--- src/logic/pcs_rx_config.svh ---
`ifndef PCS_RX_CONFIG_SVH
`define PCS_RX_CONFIG_SVH

// Coded block width, 2 sync bits plus 64 payload bits
`define PCS_NB_BLOCK 66

// Physical lanes, one marker per lane per marker period
`define PCS_N_LANES 4

// Elastic buffer size in blocks
`define PCS_FIFO_DEPTH 16

// Blocks held before the first read
`define PCS_FIFO_PRIME 4

`endif

--- src/logic/pcs_rx_pkg.sv ---
`default_nettype none

`include "pcs_rx_config.svh"

package pcs_rx_pkg;

    // One coded block seen two ways
    typedef union packed {
        struct packed {
            logic [1:0]                  sync;
            logic [`PCS_NB_BLOCK-3:0]    payload;   // 8 data octets
        } data;
        struct packed {
            logic [1:0]                  sync;
            logic [7:0]                  block_type;
            logic [`PCS_NB_BLOCK-11:0]   payload;   // 7 control/data octets
        } ctrl;
    } pcs_block_u;

    localparam logic [1:0] SYNC_DATA = 2'b01;
    localparam logic [1:0] SYNC_CTRL = 2'b10;

    localparam logic [7:0] BT_IDLE  = 8'h1e;  // Also carries error codes
    localparam logic [7:0] BT_START = 8'h78;
    localparam logic [7:0] BT_TERM  = 8'h87;  // Terminate with no data octets

    typedef enum logic [2:0] {
        KIND_DATA,
        KIND_START,
        KIND_TERM,
        KIND_IDLE,
        KIND_CTRL_OTHER,
        KIND_BAD
    } block_kind_e;

    typedef enum logic [1:0] {
        RX_INIT,
        RX_C,
        RX_D,
        RX_E
    } rx_state_e;

endpackage

`default_nettype wire

--- src/logic/am_elastic_fifo.sv ---
`default_nettype none

`include "pcs_rx_config.svh"

module am_elastic_fifo
#(
    parameter int NB_DATA  = `PCS_NB_BLOCK,
    parameter int DEPTH    = `PCS_FIFO_DEPTH,   // Power of two, pointers wrap
    parameter int NB_ADDR  = $clog2(DEPTH),
    parameter int NB_COUNT = $clog2(DEPTH + 1)
)
(
    input  wire                  i_clock,
    input  wire                  i_reset,
    input  wire                  i_flush,
    input  wire                  i_write,
    input  wire                  i_read,
    input  wire  [NB_DATA-1:0]   i_data,
    output logic [NB_DATA-1:0]   o_data,
    output logic [NB_COUNT-1:0]  o_count
);

localparam logic [NB_COUNT-1:0] COUNT_FULL = NB_COUNT'(DEPTH);

logic [NB_DATA-1:0]  mem [DEPTH];
logic [NB_ADDR-1:0]  wr_ptr;
logic [NB_ADDR-1:0]  rd_ptr;
logic [NB_COUNT-1:0] count;
logic                empty;
logic                full;

assign empty   = (count == '0);
assign full    = (count == COUNT_FULL);
assign o_count = count;

// Show-ahead head, input falls through when nothing is stored
// Covers a pop right after a marker burst drained the buffer
assign o_data = empty ? i_data : mem[rd_ptr];

always_ff @(posedge i_clock)
begin
    if (i_write)
        mem[wr_ptr] <= i_data;
end

always_ff @(posedge i_clock)
begin
    if (i_reset || i_flush)
    begin
        wr_ptr <= '0;
        rd_ptr <= '0;
        count  <= '0;
    end
    else
    begin
        if (i_write)
            wr_ptr <= wr_ptr + 1'b1;
        if (i_read)
            rd_ptr <= rd_ptr + 1'b1;
        case ({i_write, i_read})
            2'b10:   count <= count + 1'b1;
            2'b01:   count <= count - 1'b1;
            default: count <= count;         // Both or neither, level holds
        endcase
    end
end

// Caller must keep the level in range, no back-pressure exists
a_no_overflow: assert property (@(posedge i_clock) disable iff (i_reset || i_flush)
    i_write && full |-> i_read);
a_no_underflow: assert property (@(posedge i_clock) disable iff (i_reset || i_flush)
    i_read && empty |-> i_write);

endmodule

`default_nettype wire

--- src/logic/clock_comp_rx.sv ---
`default_nettype none

`include "pcs_rx_config.svh"

module clock_comp_rx
    import pcs_rx_pkg::*;
(
    input  wire                        i_clock,
    input  wire                        i_reset,
    input  wire                        i_enable,
    input  wire                        i_valid,
    input  wire                        i_am_tag,
    input  wire  [`PCS_NB_BLOCK-1:0]   i_data,
    input  wire                        i_rx_in_control,
    output logic                       o_valid,
    output logic [`PCS_NB_BLOCK-1:0]   o_data
);

localparam int NB_DEFICIT = $clog2(2 * `PCS_N_LANES + 1);
localparam int NB_COUNT   = $clog2(`PCS_FIFO_DEPTH + 1);

localparam logic [NB_COUNT-1:0]   PRIME_LEVEL = NB_COUNT'(`PCS_FIFO_PRIME);
localparam logic [NB_DEFICIT-1:0] DEFICIT_MAX = NB_DEFICIT'(2 * `PCS_N_LANES);

pcs_block_u            head;         // FIFO head
logic [NB_COUNT-1:0]   fifo_count;
logic [NB_DEFICIT-1:0] deficit;      // Idles owed for dropped markers
logic                  primed;
logic                  ready;
logic                  run;
logic                  tag_seen;
logic                  head_is_idle;
logic                  insert_idle;
logic                  fifo_write;
logic                  fifo_read;

assign run      = i_valid && i_enable;
assign tag_seen = run && i_am_tag;
assign ready    = primed || (fifo_count >= PRIME_LEVEL);  // Primed this cycle or earlier

assign head_is_idle = (head.ctrl.sync == SYNC_CTRL) && (head.ctrl.block_type == BT_IDLE)
                      && (head.ctrl.payload == '0);

// Repeat the head idle between frames instead of popping it
assign insert_idle = run && ready && (deficit != '0) && head_is_idle && i_rx_in_control;

assign fifo_write = run && !i_am_tag;        // Markers never enter
assign fifo_read  = run && ready && !insert_idle;

always_ff @(posedge i_clock)
begin
    if (i_reset || !i_enable)
        primed <= 1'b0;
    else
        primed <= ready;                     // Sticky once level reached
end

always_ff @(posedge i_clock)
begin
    if (i_reset || !i_enable)
        deficit <= '0;
    else if (tag_seen && !insert_idle)
        deficit <= deficit + 1'b1;
    else if (insert_idle && !tag_seen)
        deficit <= deficit - 1'b1;
end

always_ff @(posedge i_clock)
begin
    if (i_reset || !i_enable)
        o_valid <= 1'b0;
    else
        o_valid <= run && ready;             // One block out per valid cycle
end

always_ff @(posedge i_clock)
begin
    o_data <= head;                          // Inserted idle is the unpopped head
end

am_elastic_fifo u_fifo
(
    .i_clock (i_clock),
    .i_reset (i_reset),
    .i_flush (!i_enable),
    .i_write (fifo_write),
    .i_read  (fifo_read),
    .i_data  (i_data),
    .o_data  (head),
    .o_count (fifo_count)
);

// Markers must be spaced so the receiver finds enough gaps to pay them back
a_deficit_bound: assert property (@(posedge i_clock) disable iff (i_reset)
    deficit <= DEFICIT_MAX);

endmodule

`default_nettype wire

--- src/logic/pcs_rx_top.sv ---
`default_nettype none

`include "pcs_rx_config.svh"

module pcs_rx_top
    import pcs_rx_pkg::*;
(
    input  wire                        i_clock,
    input  wire                        i_reset,
    input  wire                        i_enable,
    input  wire                        i_valid,
    input  wire                        i_am_tag,
    input  wire  [`PCS_NB_BLOCK-1:0]   i_data,
    output logic                       o_valid,
    output logic [`PCS_NB_BLOCK-1:0]   o_data,
    output block_kind_e                o_block_kind,
    output rx_state_e                  o_rx_state,
    output logic                       o_rx_error
);

logic                      cc_valid;       // Compensated stream
logic [`PCS_NB_BLOCK-1:0]  cc_data;
logic                      rx_in_control;  // Loop back from the FSM

clock_comp_rx u_clock_comp
(
    .i_clock         (i_clock),
    .i_reset         (i_reset),
    .i_enable        (i_enable),
    .i_valid         (i_valid),
    .i_am_tag        (i_am_tag),
    .i_data          (i_data),
    .i_rx_in_control (rx_in_control),
    .o_valid         (cc_valid),
    .o_data          (cc_data)
);

rx_block_decoder u_decoder
(
    .i_clock      (i_clock),
    .i_reset      (i_reset),
    .i_valid      (cc_valid),
    .i_data       (cc_data),
    .o_valid      (o_valid),
    .o_data       (o_data),
    .o_block_kind (o_block_kind)
);

rx_state_control u_state_control
(
    .i_clock         (i_clock),
    .i_reset         (i_reset),
    .i_enable        (i_enable),
    .i_valid         (o_valid),
    .i_block_kind    (o_block_kind),
    .o_rx_state      (o_rx_state),
    .o_rx_error      (o_rx_error),
    .o_rx_in_control (rx_in_control)
);

endmodule

`default_nettype wire

--- src/logic/rx_block_decoder.sv ---
`default_nettype none

`include "pcs_rx_config.svh"

module rx_block_decoder
    import pcs_rx_pkg::*;
(
    input  wire                        i_clock,
    input  wire                        i_reset,
    input  wire                        i_valid,
    input  wire  [`PCS_NB_BLOCK-1:0]   i_data,
    output logic                       o_valid,
    output logic [`PCS_NB_BLOCK-1:0]   o_data,
    output block_kind_e                o_block_kind
);

pcs_block_u  blk;
block_kind_e kind;

assign blk = i_data;

// Sync header picks the view, block type picks the kind
always_comb
begin
    case (blk.data.sync)
        SYNC_DATA:
            kind = KIND_DATA;
        SYNC_CTRL:
        begin
            case (blk.ctrl.block_type)
                BT_IDLE:
                begin
                    if (blk.ctrl.payload == '0)
                        kind = KIND_IDLE;
                    else
                        kind = KIND_CTRL_OTHER;  // Error or other control codes
                end
                BT_START: kind = KIND_START;
                BT_TERM:  kind = KIND_TERM;
                default:  kind = KIND_BAD;       // Unknown block type
            endcase
        end
        default:
            kind = KIND_BAD;                     // Header 00 or 11
    endcase
end

always_ff @(posedge i_clock)
begin
    if (i_reset)
        o_valid <= 1'b0;
    else
        o_valid <= i_valid;
end

always_ff @(posedge i_clock)
begin
    if (i_valid)
    begin
        o_data       <= i_data;
        o_block_kind <= kind;   // Stays aligned with the block
    end
end

endmodule

`default_nettype wire

--- src/logic/rx_state_control.sv ---
`default_nettype none

module rx_state_control
    import pcs_rx_pkg::*;
(
    input  wire          i_clock,
    input  wire          i_reset,
    input  wire          i_enable,
    input  wire          i_valid,
    input  block_kind_e  i_block_kind,
    output rx_state_e    o_rx_state,
    output logic         o_rx_error,
    output logic         o_rx_in_control
);

rx_state_e state;
rx_state_e state_next;

always_comb
begin
    state_next = state;
    case (state)
        RX_INIT, RX_C:
        begin
            case (i_block_kind)
                KIND_IDLE, KIND_CTRL_OTHER: state_next = RX_C;
                KIND_START:                 state_next = RX_D;
                default:                    state_next = RX_E;  // Data or term outside frame
            endcase
        end
        RX_D:
        begin
            case (i_block_kind)
                KIND_DATA: state_next = RX_D;
                KIND_TERM: state_next = RX_C;
                default:   state_next = RX_E;   // Frame cut short
            endcase
        end
        default:
        begin
            if (i_block_kind == KIND_IDLE)
                state_next = RX_C;              // Recover on next idle
        end
    endcase
end

always_ff @(posedge i_clock)
begin
    if (i_reset || !i_enable)
    begin
        state      <= RX_INIT;
        o_rx_error <= 1'b0;
    end
    else
    begin
        // Pulse only on entry
        o_rx_error <= i_valid && (state_next == RX_E) && (state != RX_E);
        if (i_valid)
            state <= state_next;
    end
end

assign o_rx_state      = state;
assign o_rx_in_control = (state == RX_C);  // Grants idle insertion upstream

// Control is entered only from a valid control-class block
a_control_entry: assert property (@(posedge i_clock) disable iff (i_reset || !i_enable)
    $rose(o_rx_in_control) |-> $past(i_valid)
    && ($past(i_block_kind) inside {KIND_IDLE, KIND_CTRL_OTHER, KIND_TERM}));

endmodule

`default_nettype wire

--- config.mk ---
export PLATFORM = sky130hd
export DESIGN_NAME = pcs_rx_top
export DESIGN_NICKNAME = d
export VERILOG_FILES = /design/src/logic/pcs_rx_pkg.sv /design/src/logic/am_elastic_fifo.sv /design/src/logic/clock_comp_rx.sv /design/src/logic/pcs_rx_top.sv /design/src/logic/rx_block_decoder.sv /design/src/logic/rx_state_control.sv
export VERILOG_INCLUDE_DIRS = /design/src /design/src/logic
export SDC_FILE = /design/constraint.sdc
export NUM_CORES = 1
export LEC_CHECK = 0
export ABC_CLOCK_PERIOD_IN_PS = 8300
export BUFFER_PORTS_ARGS = -buffer_cell sky130_fd_sc_hd__buf_4
export CAP_MARGIN = 20
export CORE_MARGIN = 3
export CORE_UTILIZATION = 62
export CTS_CLUSTER_SIZE = 10
export DETAILED_ROUTE_END_ITERATION = 8
export PLACE_DENSITY = 0.81
export SLEW_MARGIN = 10
export SYNTH_ARGS = -nofsm -noshare
export SYNTH_HDL_FRONTEND = slang
export SYNTH_SLANG_ARGS = --single-unit
--- constraint.sdc ---
create_clock -name i_clock -period 8.3 [get_ports i_clock]
set_clock_uncertainty 0.2 [all_clocks]
set_input_delay 0.83 -clock i_clock [delete_from_list [all_inputs] [get_ports i_clock]]
set_output_delay 0.83 -clock i_clock [all_outputs]
set_load 0.03 [all_outputs]
==> key figures, run 1 <==
Status
  • Status: complete, no violations

Flow run
  • Max Cap Viol: 0

Timing
  • Final hold vios: 0
  • RSZ-0062 raised after global routing: no
  • Highest Clock Rate: 156 MHz
  • Tcrit/Tclk final: 77.5%
  • Tightest Pin Transition: 1.19 ns
  • Slew Limit Fails: 0
  • Max_slew headroom: 20.0%
  • Fin crit period: 6.43 ns
  • Final setup fails: 0
  • Post-Route Setup TNS: 0 ns
  • Min Hold Slack: 0.0903 ns

Synthesis
  • Commonest cells in the netlist: 1125 x edfxtp_1, 205 x mux4_2, 154 x mux2i_1, 104 x nand2_1, 100 x nor2_1
  • Syn Area/Cell: 19.7 µm²
  • Synth area leaders: edfxtp_1 72%, mux4_2 9.9%, dfxtp_1 4.0%, mux2i_1 3.3%, a22oi_1 1.0%
  • FFs w/ async S/R, synth: 0%
  • Number of synthesized register bits: 1218
  • Gate Count Post-Synth: 2377
  • Post-synth cell types: 84
  • Synth Warn #: 0
  • Yosys top cell area share: 72.3%
  • Ys flop type: edfxtp_1
  • Sequential area share after synthesis: 76.2%
  • Netlist Area Pre-Place: 46800 µm²
  • Most frequent cell after synthesis: edfxtp_1
  • Biggest area consumer among synthesized cells: edfxtp_1
  • Syn_nets: 2460
  • Post-synth EDFFs: 1125

Pwr
  • Leakage Power: 0.0168 µW
  • PD cells: 238 nW/µm²
  • Worst IR Drop VDD: 0.216 mV

Worst setup path
  • Crit. End Element: flip-flop
  • Critical path data required time: 8.73 ns
  • Worst Path Arrival: 6.86 ns
  • WS Path Type: reg2reg
  • Startpoint Class: flip-flop
  • Crit-path max FO: 45

Clock tree
  • Clk slew on worst S/H paths: 0.05 ns
  • Postcts setup bufs: 0
  • # hold bufs at CTS: 0
  • Clock buffer depth: 3
  • CTS root buf: clkbuf_16
  • Post-CTS Resized: 0
  • Clk_lat worst skew: 0.71 ns
  • CTS Buf Count: 141
  • Clock Sinks: 1218
  • CTS tree: yes
  • Max H-tree Level: 4

Drt
  • DR DRC count: 0
  • Drt first pass iters: 6
  • WL per Instance: 34.2 µm
  • DR iter-0 viols: 4058
  • Vias: 25981
  • Vias per cell: 7.07
  • Routed Antenna Nets: 0
  • Drt total wl: 126 mm

Layout
  • Share of layout cells above drive strength 1: 23.3%
  • Fill cells: 4283
  • Multi-input logic area: 10400 µm²
  • Nets@finish: 2695
  • FF/Latch Area: 35700 µm²
  • Area Growth Syn to Fin: 13.5%

GRT
  • Congestion Overflow GR: 0
  • First-pass GRT wire length: 181 mm
  • Number of global-route vias before repair: 26342
  • Largest net degree at the start of global routing: 83
  • All-Layer GR Usage: 32.6%
  • Initial antenna violation count: 12

Floorplan
  • # rows: 100
  • Die Ht: 281 µm
  • Starting density of the core: 62.7%
  • Die Width: 281 µm
  • Die area: 78700 µm²
  • IO Pins: 144
  • Core area: 74600 µm²

Placement
  • Half-perimeter wire length after placement: 71.1 mm
  • Port Buffer Count: 143
  • Gpl congestion: 0.935

Worst hold path
  • Min-delay worst type: in2reg
[cells in the final DEF (no fill, tap or decap), types with 13 or more instances in the layout]
| master | netlist | layout |
|---|---|---|
| nor2_1 | 100 | 88 |
| o22ai_1 | 16 | 16 |
| dfxtp_1 | 93 | 88 |
| nor2_4 | 1 | 13 |
| mux4_2 | 205 | 205 |
| mux2_2 | 14 | 14 |
| nor3_1 | 26 | 22 |
| clkbuf_16 | 0 | 148 |
| nand3_1 | 30 | 30 |
| inv_1 | 20 | 20 |
| nand2_1 | 104 | 103 |
| nor4_1 | 28 | 28 |
| edfxtp_1 | 1125 | 1125 |
| a22oi_1 | 65 | 65 |
| nor2b_1 | 16 | 13 |
| mux2i_1 | 154 | 154 |
| clkbuf_1 | 21 | 70 |
| buf_4 | 14 | 200 |
| a21oi_1 | 42 | 42 |
| a211oi_1 | 26 | 25 |
[path summary, 6_finish.rpt]
| kind | startpoint | end | slack [ns] | depth (start not counted) |
|---|---|---|---|---|
| worst max-delay path | flip-flop | u_clock_comp.u_fifo.o_count[4] | 1.87 | 19 |
| worst min register to register | u_clock_comp.o_data[47] | u_decoder.o_data[47] | 0.23 | 0 |
| worst max register to register | flip-flop | u_clock_comp.u_fifo.o_count[4] | 1.87 | 19 |
| worst min-delay path | i_reset | u_decoder.o_valid | 0.09 | 2 |
[worst max-delay path, stage by stage (launching register included)]
cell       delay, ns
dfxtp_4         0.45
buf_4           0.73
inv_2           0.33
buf_4           0.40
a21oi_1         0.81
a2bb2oi_1       0.29
o21ai_0         0.33
and4b_1         0.28
nand4b_1        0.13
nor4_2          0.38
nand2_2         0.15
and2_4          0.22
ha_1            0.31
xor2_1          0.18
ha_1            0.25
nand2_1         0.15
nor2_1          0.05
o21ai_0         0.28
o211ai_1        0.13
o211ai_1        0.23
[report_power, final]
part	leakage (µW)	switching, µW	internal (µW)
sequential	0.0109	37.4	6740
combinational	0.00396	185	64.7
clock	0.00196	2300	3300
total	0.0168	2520	10100
[per-stage QoR]
stage	utilization, %	instances	area [µm²]	power (µW)	worst slack (ns)
3_5_place_dp	65.6	3437	48900	7130	2.10
3_3_place_gp	65.6	3436	48900	7120	2.25
5_1_grt	71.1	3671	53000	12900	1.66
6_report	71.1	3674	53000	12600	1.87
4_1_cts	71.1	3665	53000	12600	2.06
2_1_floorplan	-	2377	46800	6950	1.59
[routing by layer]
| layer | routed length (µm) | track usage (%) |
|---|---|---|
| met1 | 42800 | 42.5 |
| met2 | 59800 | 50.3 |
| met3 | 16800 | 9.73 |
| met4 | 6330 | 17.2 |
| met5 | 37 | 0 |
[area by class of cell]
class / instances / area share, %
multi-input combinational: 1021 / 19.5
clock inverter: 9 / 0.193
inverter: 24 / 0.170
tap: 969 / 2.29
clock buffer: 219 / 7.50
antenna: 8 / 0.0377
timing repair buffer: 206 / 3.06
sequential: 1218 / 67.2
[registers in the layout (all words and copies together), names as in the netlist, named ones only]
name / cells
u_clock_comp.deficit: 4
u_clock_comp.o_data: 66
u_clock_comp.o_valid: 1
u_clock_comp.primed: 1
u_clock_comp.u_fifo.mem: 1056
u_clock_comp.u_fifo.o_count: 5
u_clock_comp.u_fifo.rd_ptr: 4
u_clock_comp.u_fifo.wr_ptr: 4
u_decoder.o_block_kind: 3
u_decoder.o_data: 66
u_decoder.o_valid: 1
u_state_control.o_rx_error: 1
u_state_control.o_rx_state: 2
[cell families after synthesis]
family | Yosys count | share of synthesized area, %
AO/OA/AOI/OAI | 246 | 3.79
buffers and inverters | 138 | 1.88
flip-flops | 1218 | 76.2
AND/OR/NAND/NOR | 376 | 3.97
adder cells (fa/ha/maj) | 12 | 0.337
XOR/XNOR | 11 | 0.206
multiplexers | 376 | 13.6
(Power assumes the default switching activity.)
==> run 2: changes to the inputs <==
Settings changed: ABC_CLOCK_PERIOD_IN_PS 8300 to 6200.
Clock period 8.3 ns to 6.2 ns, I/O delays scaled along.
==> run 2 against run 1 <==
Fmax increased by 5.5%. Sequential share of layout area decreased by 0.97 points. Core utilization increased by 1.0 points. Highest routed layer unchanged. Critical endpoint unchanged.
==> key figures, run 2 (same netlist as run 1, synthesis figures left out) <==
Status
  • Status: complete, no violations

Layout
  • Most frequent cells in the layout: 1125 x edfxtp_1, 218 x buf_4, 205 x mux4_2
  • Top reg by flops: u_clock_comp.u_fifo.mem
  • Fill cells: 4063 (-5.1%)
  • Share of layout cells above drive strength 1: 23.7% (+0.46 points)
  • Max reg flops: 1056 (unchanged)
  • Nets@finish: 2773 (+2.9%)
  • Biggest regs: u_clock_comp.u_fifo.mem (1056), u_clock_comp.o_data (66), u_decoder.o_data (66)
  • Most common cell after layout, fill and taps aside: edfxtp_1
  • Area Growth Syn to Fin: 15.1%

Worst setup path
  • Critical path data required time: 6.65 ns (-2.08 ns)
  • Crit. End Element: flip-flop
  • Crit-path max FO: 33 (-27%)
  • Worst Path Arrival: 6.55 ns (-0.31 ns)
  • Critical path's slowest cell: a211oi_1
  • Critical Path Most Common Cell: a21oi_1
  • Startpoint Class: flip-flop
  • WS Path Type: reg2reg
  • Worst path max stage delay: 0.98 ns (+0.17 ns)
  • WP buf/inv: 2 (-1)
  • CP cell instances: buf_4 -> buf_4 -> mux2i_1 -> a22oi_1 -> a21oi_1 -> a211oi_1 -> nor4_1 -> nand3_1 -> nor4_2 -> nand2_2 -> and2_4 -> ha_1 -> a21oi_1 -> nor4b_1 -> nand2_1 -> a21oi_1 -> o21ai_0 -> a21o_1 -> o211ai_1
  • CP top delay family: compound AO/OA/AOI/OAI gates

Placement
  • Half-perimeter wire length after placement: 72.3 mm (+1.7%)
  • Gpl congestion: 0.933 (-0.19%)
  • Port Buffer Count: 143 (unchanged)
  • Pre-CTS setup slack: 0.504 ns (-1.60 ns)

Pwr
  • Leakage Power: 0.0172 µW (+1.9%)
  • PD cells: 312 nW/µm² (+31%)
  • Worst IR Drop VDD: 0.266 mV (+23%)

Timing
  • Final hold vios: 0 (unchanged)
  • Slew Limit Fails: 0 (unchanged)
  • Tcrit/Tclk final: 98.3% (+21 points)
  • Post-Route Setup TNS: 0 ns (unchanged)
  • RSZ-0062 raised after global routing: no
  • Max_slew headroom: 14.0% (-6.0 points)
  • Tightest Pin Transition: 1.28 ns (+0.0901 ns)
  • Fin crit period: 6.09 ns (-0.334 ns)
  • Setup WS post-layout: 0.105 ns (-1.77 ns)
  • Final setup fails: 0 (unchanged)
  • Highest Clock Rate: 164 MHz (+5.5%)

GRT
  • Congestion Overflow GR: 0 (unchanged)
  • Number of global-route vias before repair: 26911 (+2.2%)
  • Met3 GRT Util: 8.96% (-0.77 points)
  • All-Layer GR Usage: 32.9% (+0.37 points)
  • Initial antenna violation count: 8 (-4)
  • Largest net degree at the start of global routing: 97 (+17%)
  • First-pass GRT wire length: 184 mm (+1.3%)
  • Met2 Use GR: 51.6% (+1.3 points)
  • GR peak layer: met2
  • GR Util met1: 42.8% (+0.35 points)

Drt
  • Drt total wl: 127 mm (+1.1%)
  • Drt first pass iters: 6 (unchanged)
  • Routed Antenna Nets: 0 (unchanged)
  • Vias per cell: 7.07 (about the same)
  • WL per Instance: 34.1 µm (-0.55%)
  • DR DRC count: 0 (unchanged)
  • DR iter-0 viols: 4160 (+2.5%)
  • Vias: 26374 (+1.5%)

Clock tree
  • CTS Buf Count: 140 (-0.71%)
  • Clk_lat worst skew: 0.74 ns (+0.03 ns)
  • Post-CTS Resized: 0 (unchanged)
  • Clock Sinks: 1218 (unchanged)
  • CTS root buf: clkbuf_16
  • # hold bufs at CTS: 48 (+48)
  • Clock buffer depth: 3 (unchanged)
  • Postcts setup bufs: 0 (unchanged)
  • Max H-tree Level: 4 (unchanged)
  • Clk slew on worst S/H paths: 0.06 ns (about the same)
  • CTS tree: yes

Floorplan
  • Core area: 74600 µm² (unchanged)
  • Die area: 78700 µm² (unchanged)
  • IO Pins: 144 (unchanged)
  • Die Width: 281 µm (unchanged)
  • # rows: 100 (unchanged)
  • Starting density of the core: 62.7% (unchanged)
  • Die Ht: 281 µm (unchanged)

Worst hold path
  • Min-delay worst type: in2reg

Flow run
  • Max Cap Viol: 0 (unchanged)
## run 2: layout make-up
type	instances	area (µm²)	area share (%)
multi-input cells	1021	10400	19.3
repair buffers	285	2510	4.66
clock inverters	14	188	0.349
well taps	969	1210	2.25
clock buffers	197	3780	7.03
inverters	24	90.1	0.167
flip-flops and latches	1218	35700	66.3
diodes	5	12.5	0.0232
## run 2: worst paths after layout
kind,slack (ns),endpoint,startpoint,depth (start not counted)
setup / recovery,0.11,u_clock_comp.u_fifo.o_count[4],flip-flop,19
hold / removal,0.03,u_clock_comp.o_data[33],i_data[33],3
setup reg to reg,0.11,u_clock_comp.u_fifo.o_count[4],flip-flop,19
hold reg to reg,0.23,u_decoder.o_data[53],u_clock_comp.o_data[53],0
## run 2: tightest hold or removal path, stage by stage
cell	delay, ns
buf_4	0.18
nand2_1	0.07
nand2_1	0.04
## run 2: through the flow
stage | util, % | power (µW) | cells | instance area [µm²] | hold WS, ns
after global placement | 66.1 | 9530 | 3463 | 49300 | 0.216
after CTS | 72.1 | 16800 | 3724 | 53700 | 0.000559
after detailed placement | 66.1 | 9550 | 3465 | 49300 | 0.221
after global routing | 72.2 | 17100 | 3730 | 53800 | 0.0192
after floorplan | - | 9310 | 2377 | 46800 | 0.209
final | 72.2 | 16800 | 3733 | 53800 | 0.0293
## run 2: layer usage
layer / vias to the layer above / wire length, µm
li1: 10346 / -
met1: 13407 / 43300
met2: 2171 / 60900
met3: 446 / 16000
met4: 4 / 6950
met5: - / 34
## run 2: report_power, final
part | switching (µW) | leakage [µW] | internal [µW]
combinational | 261 | 0.00434 | 112
sequential | 44.7 | 0.0109 | 9020
clock | 3120 | 0.00191 | 4220
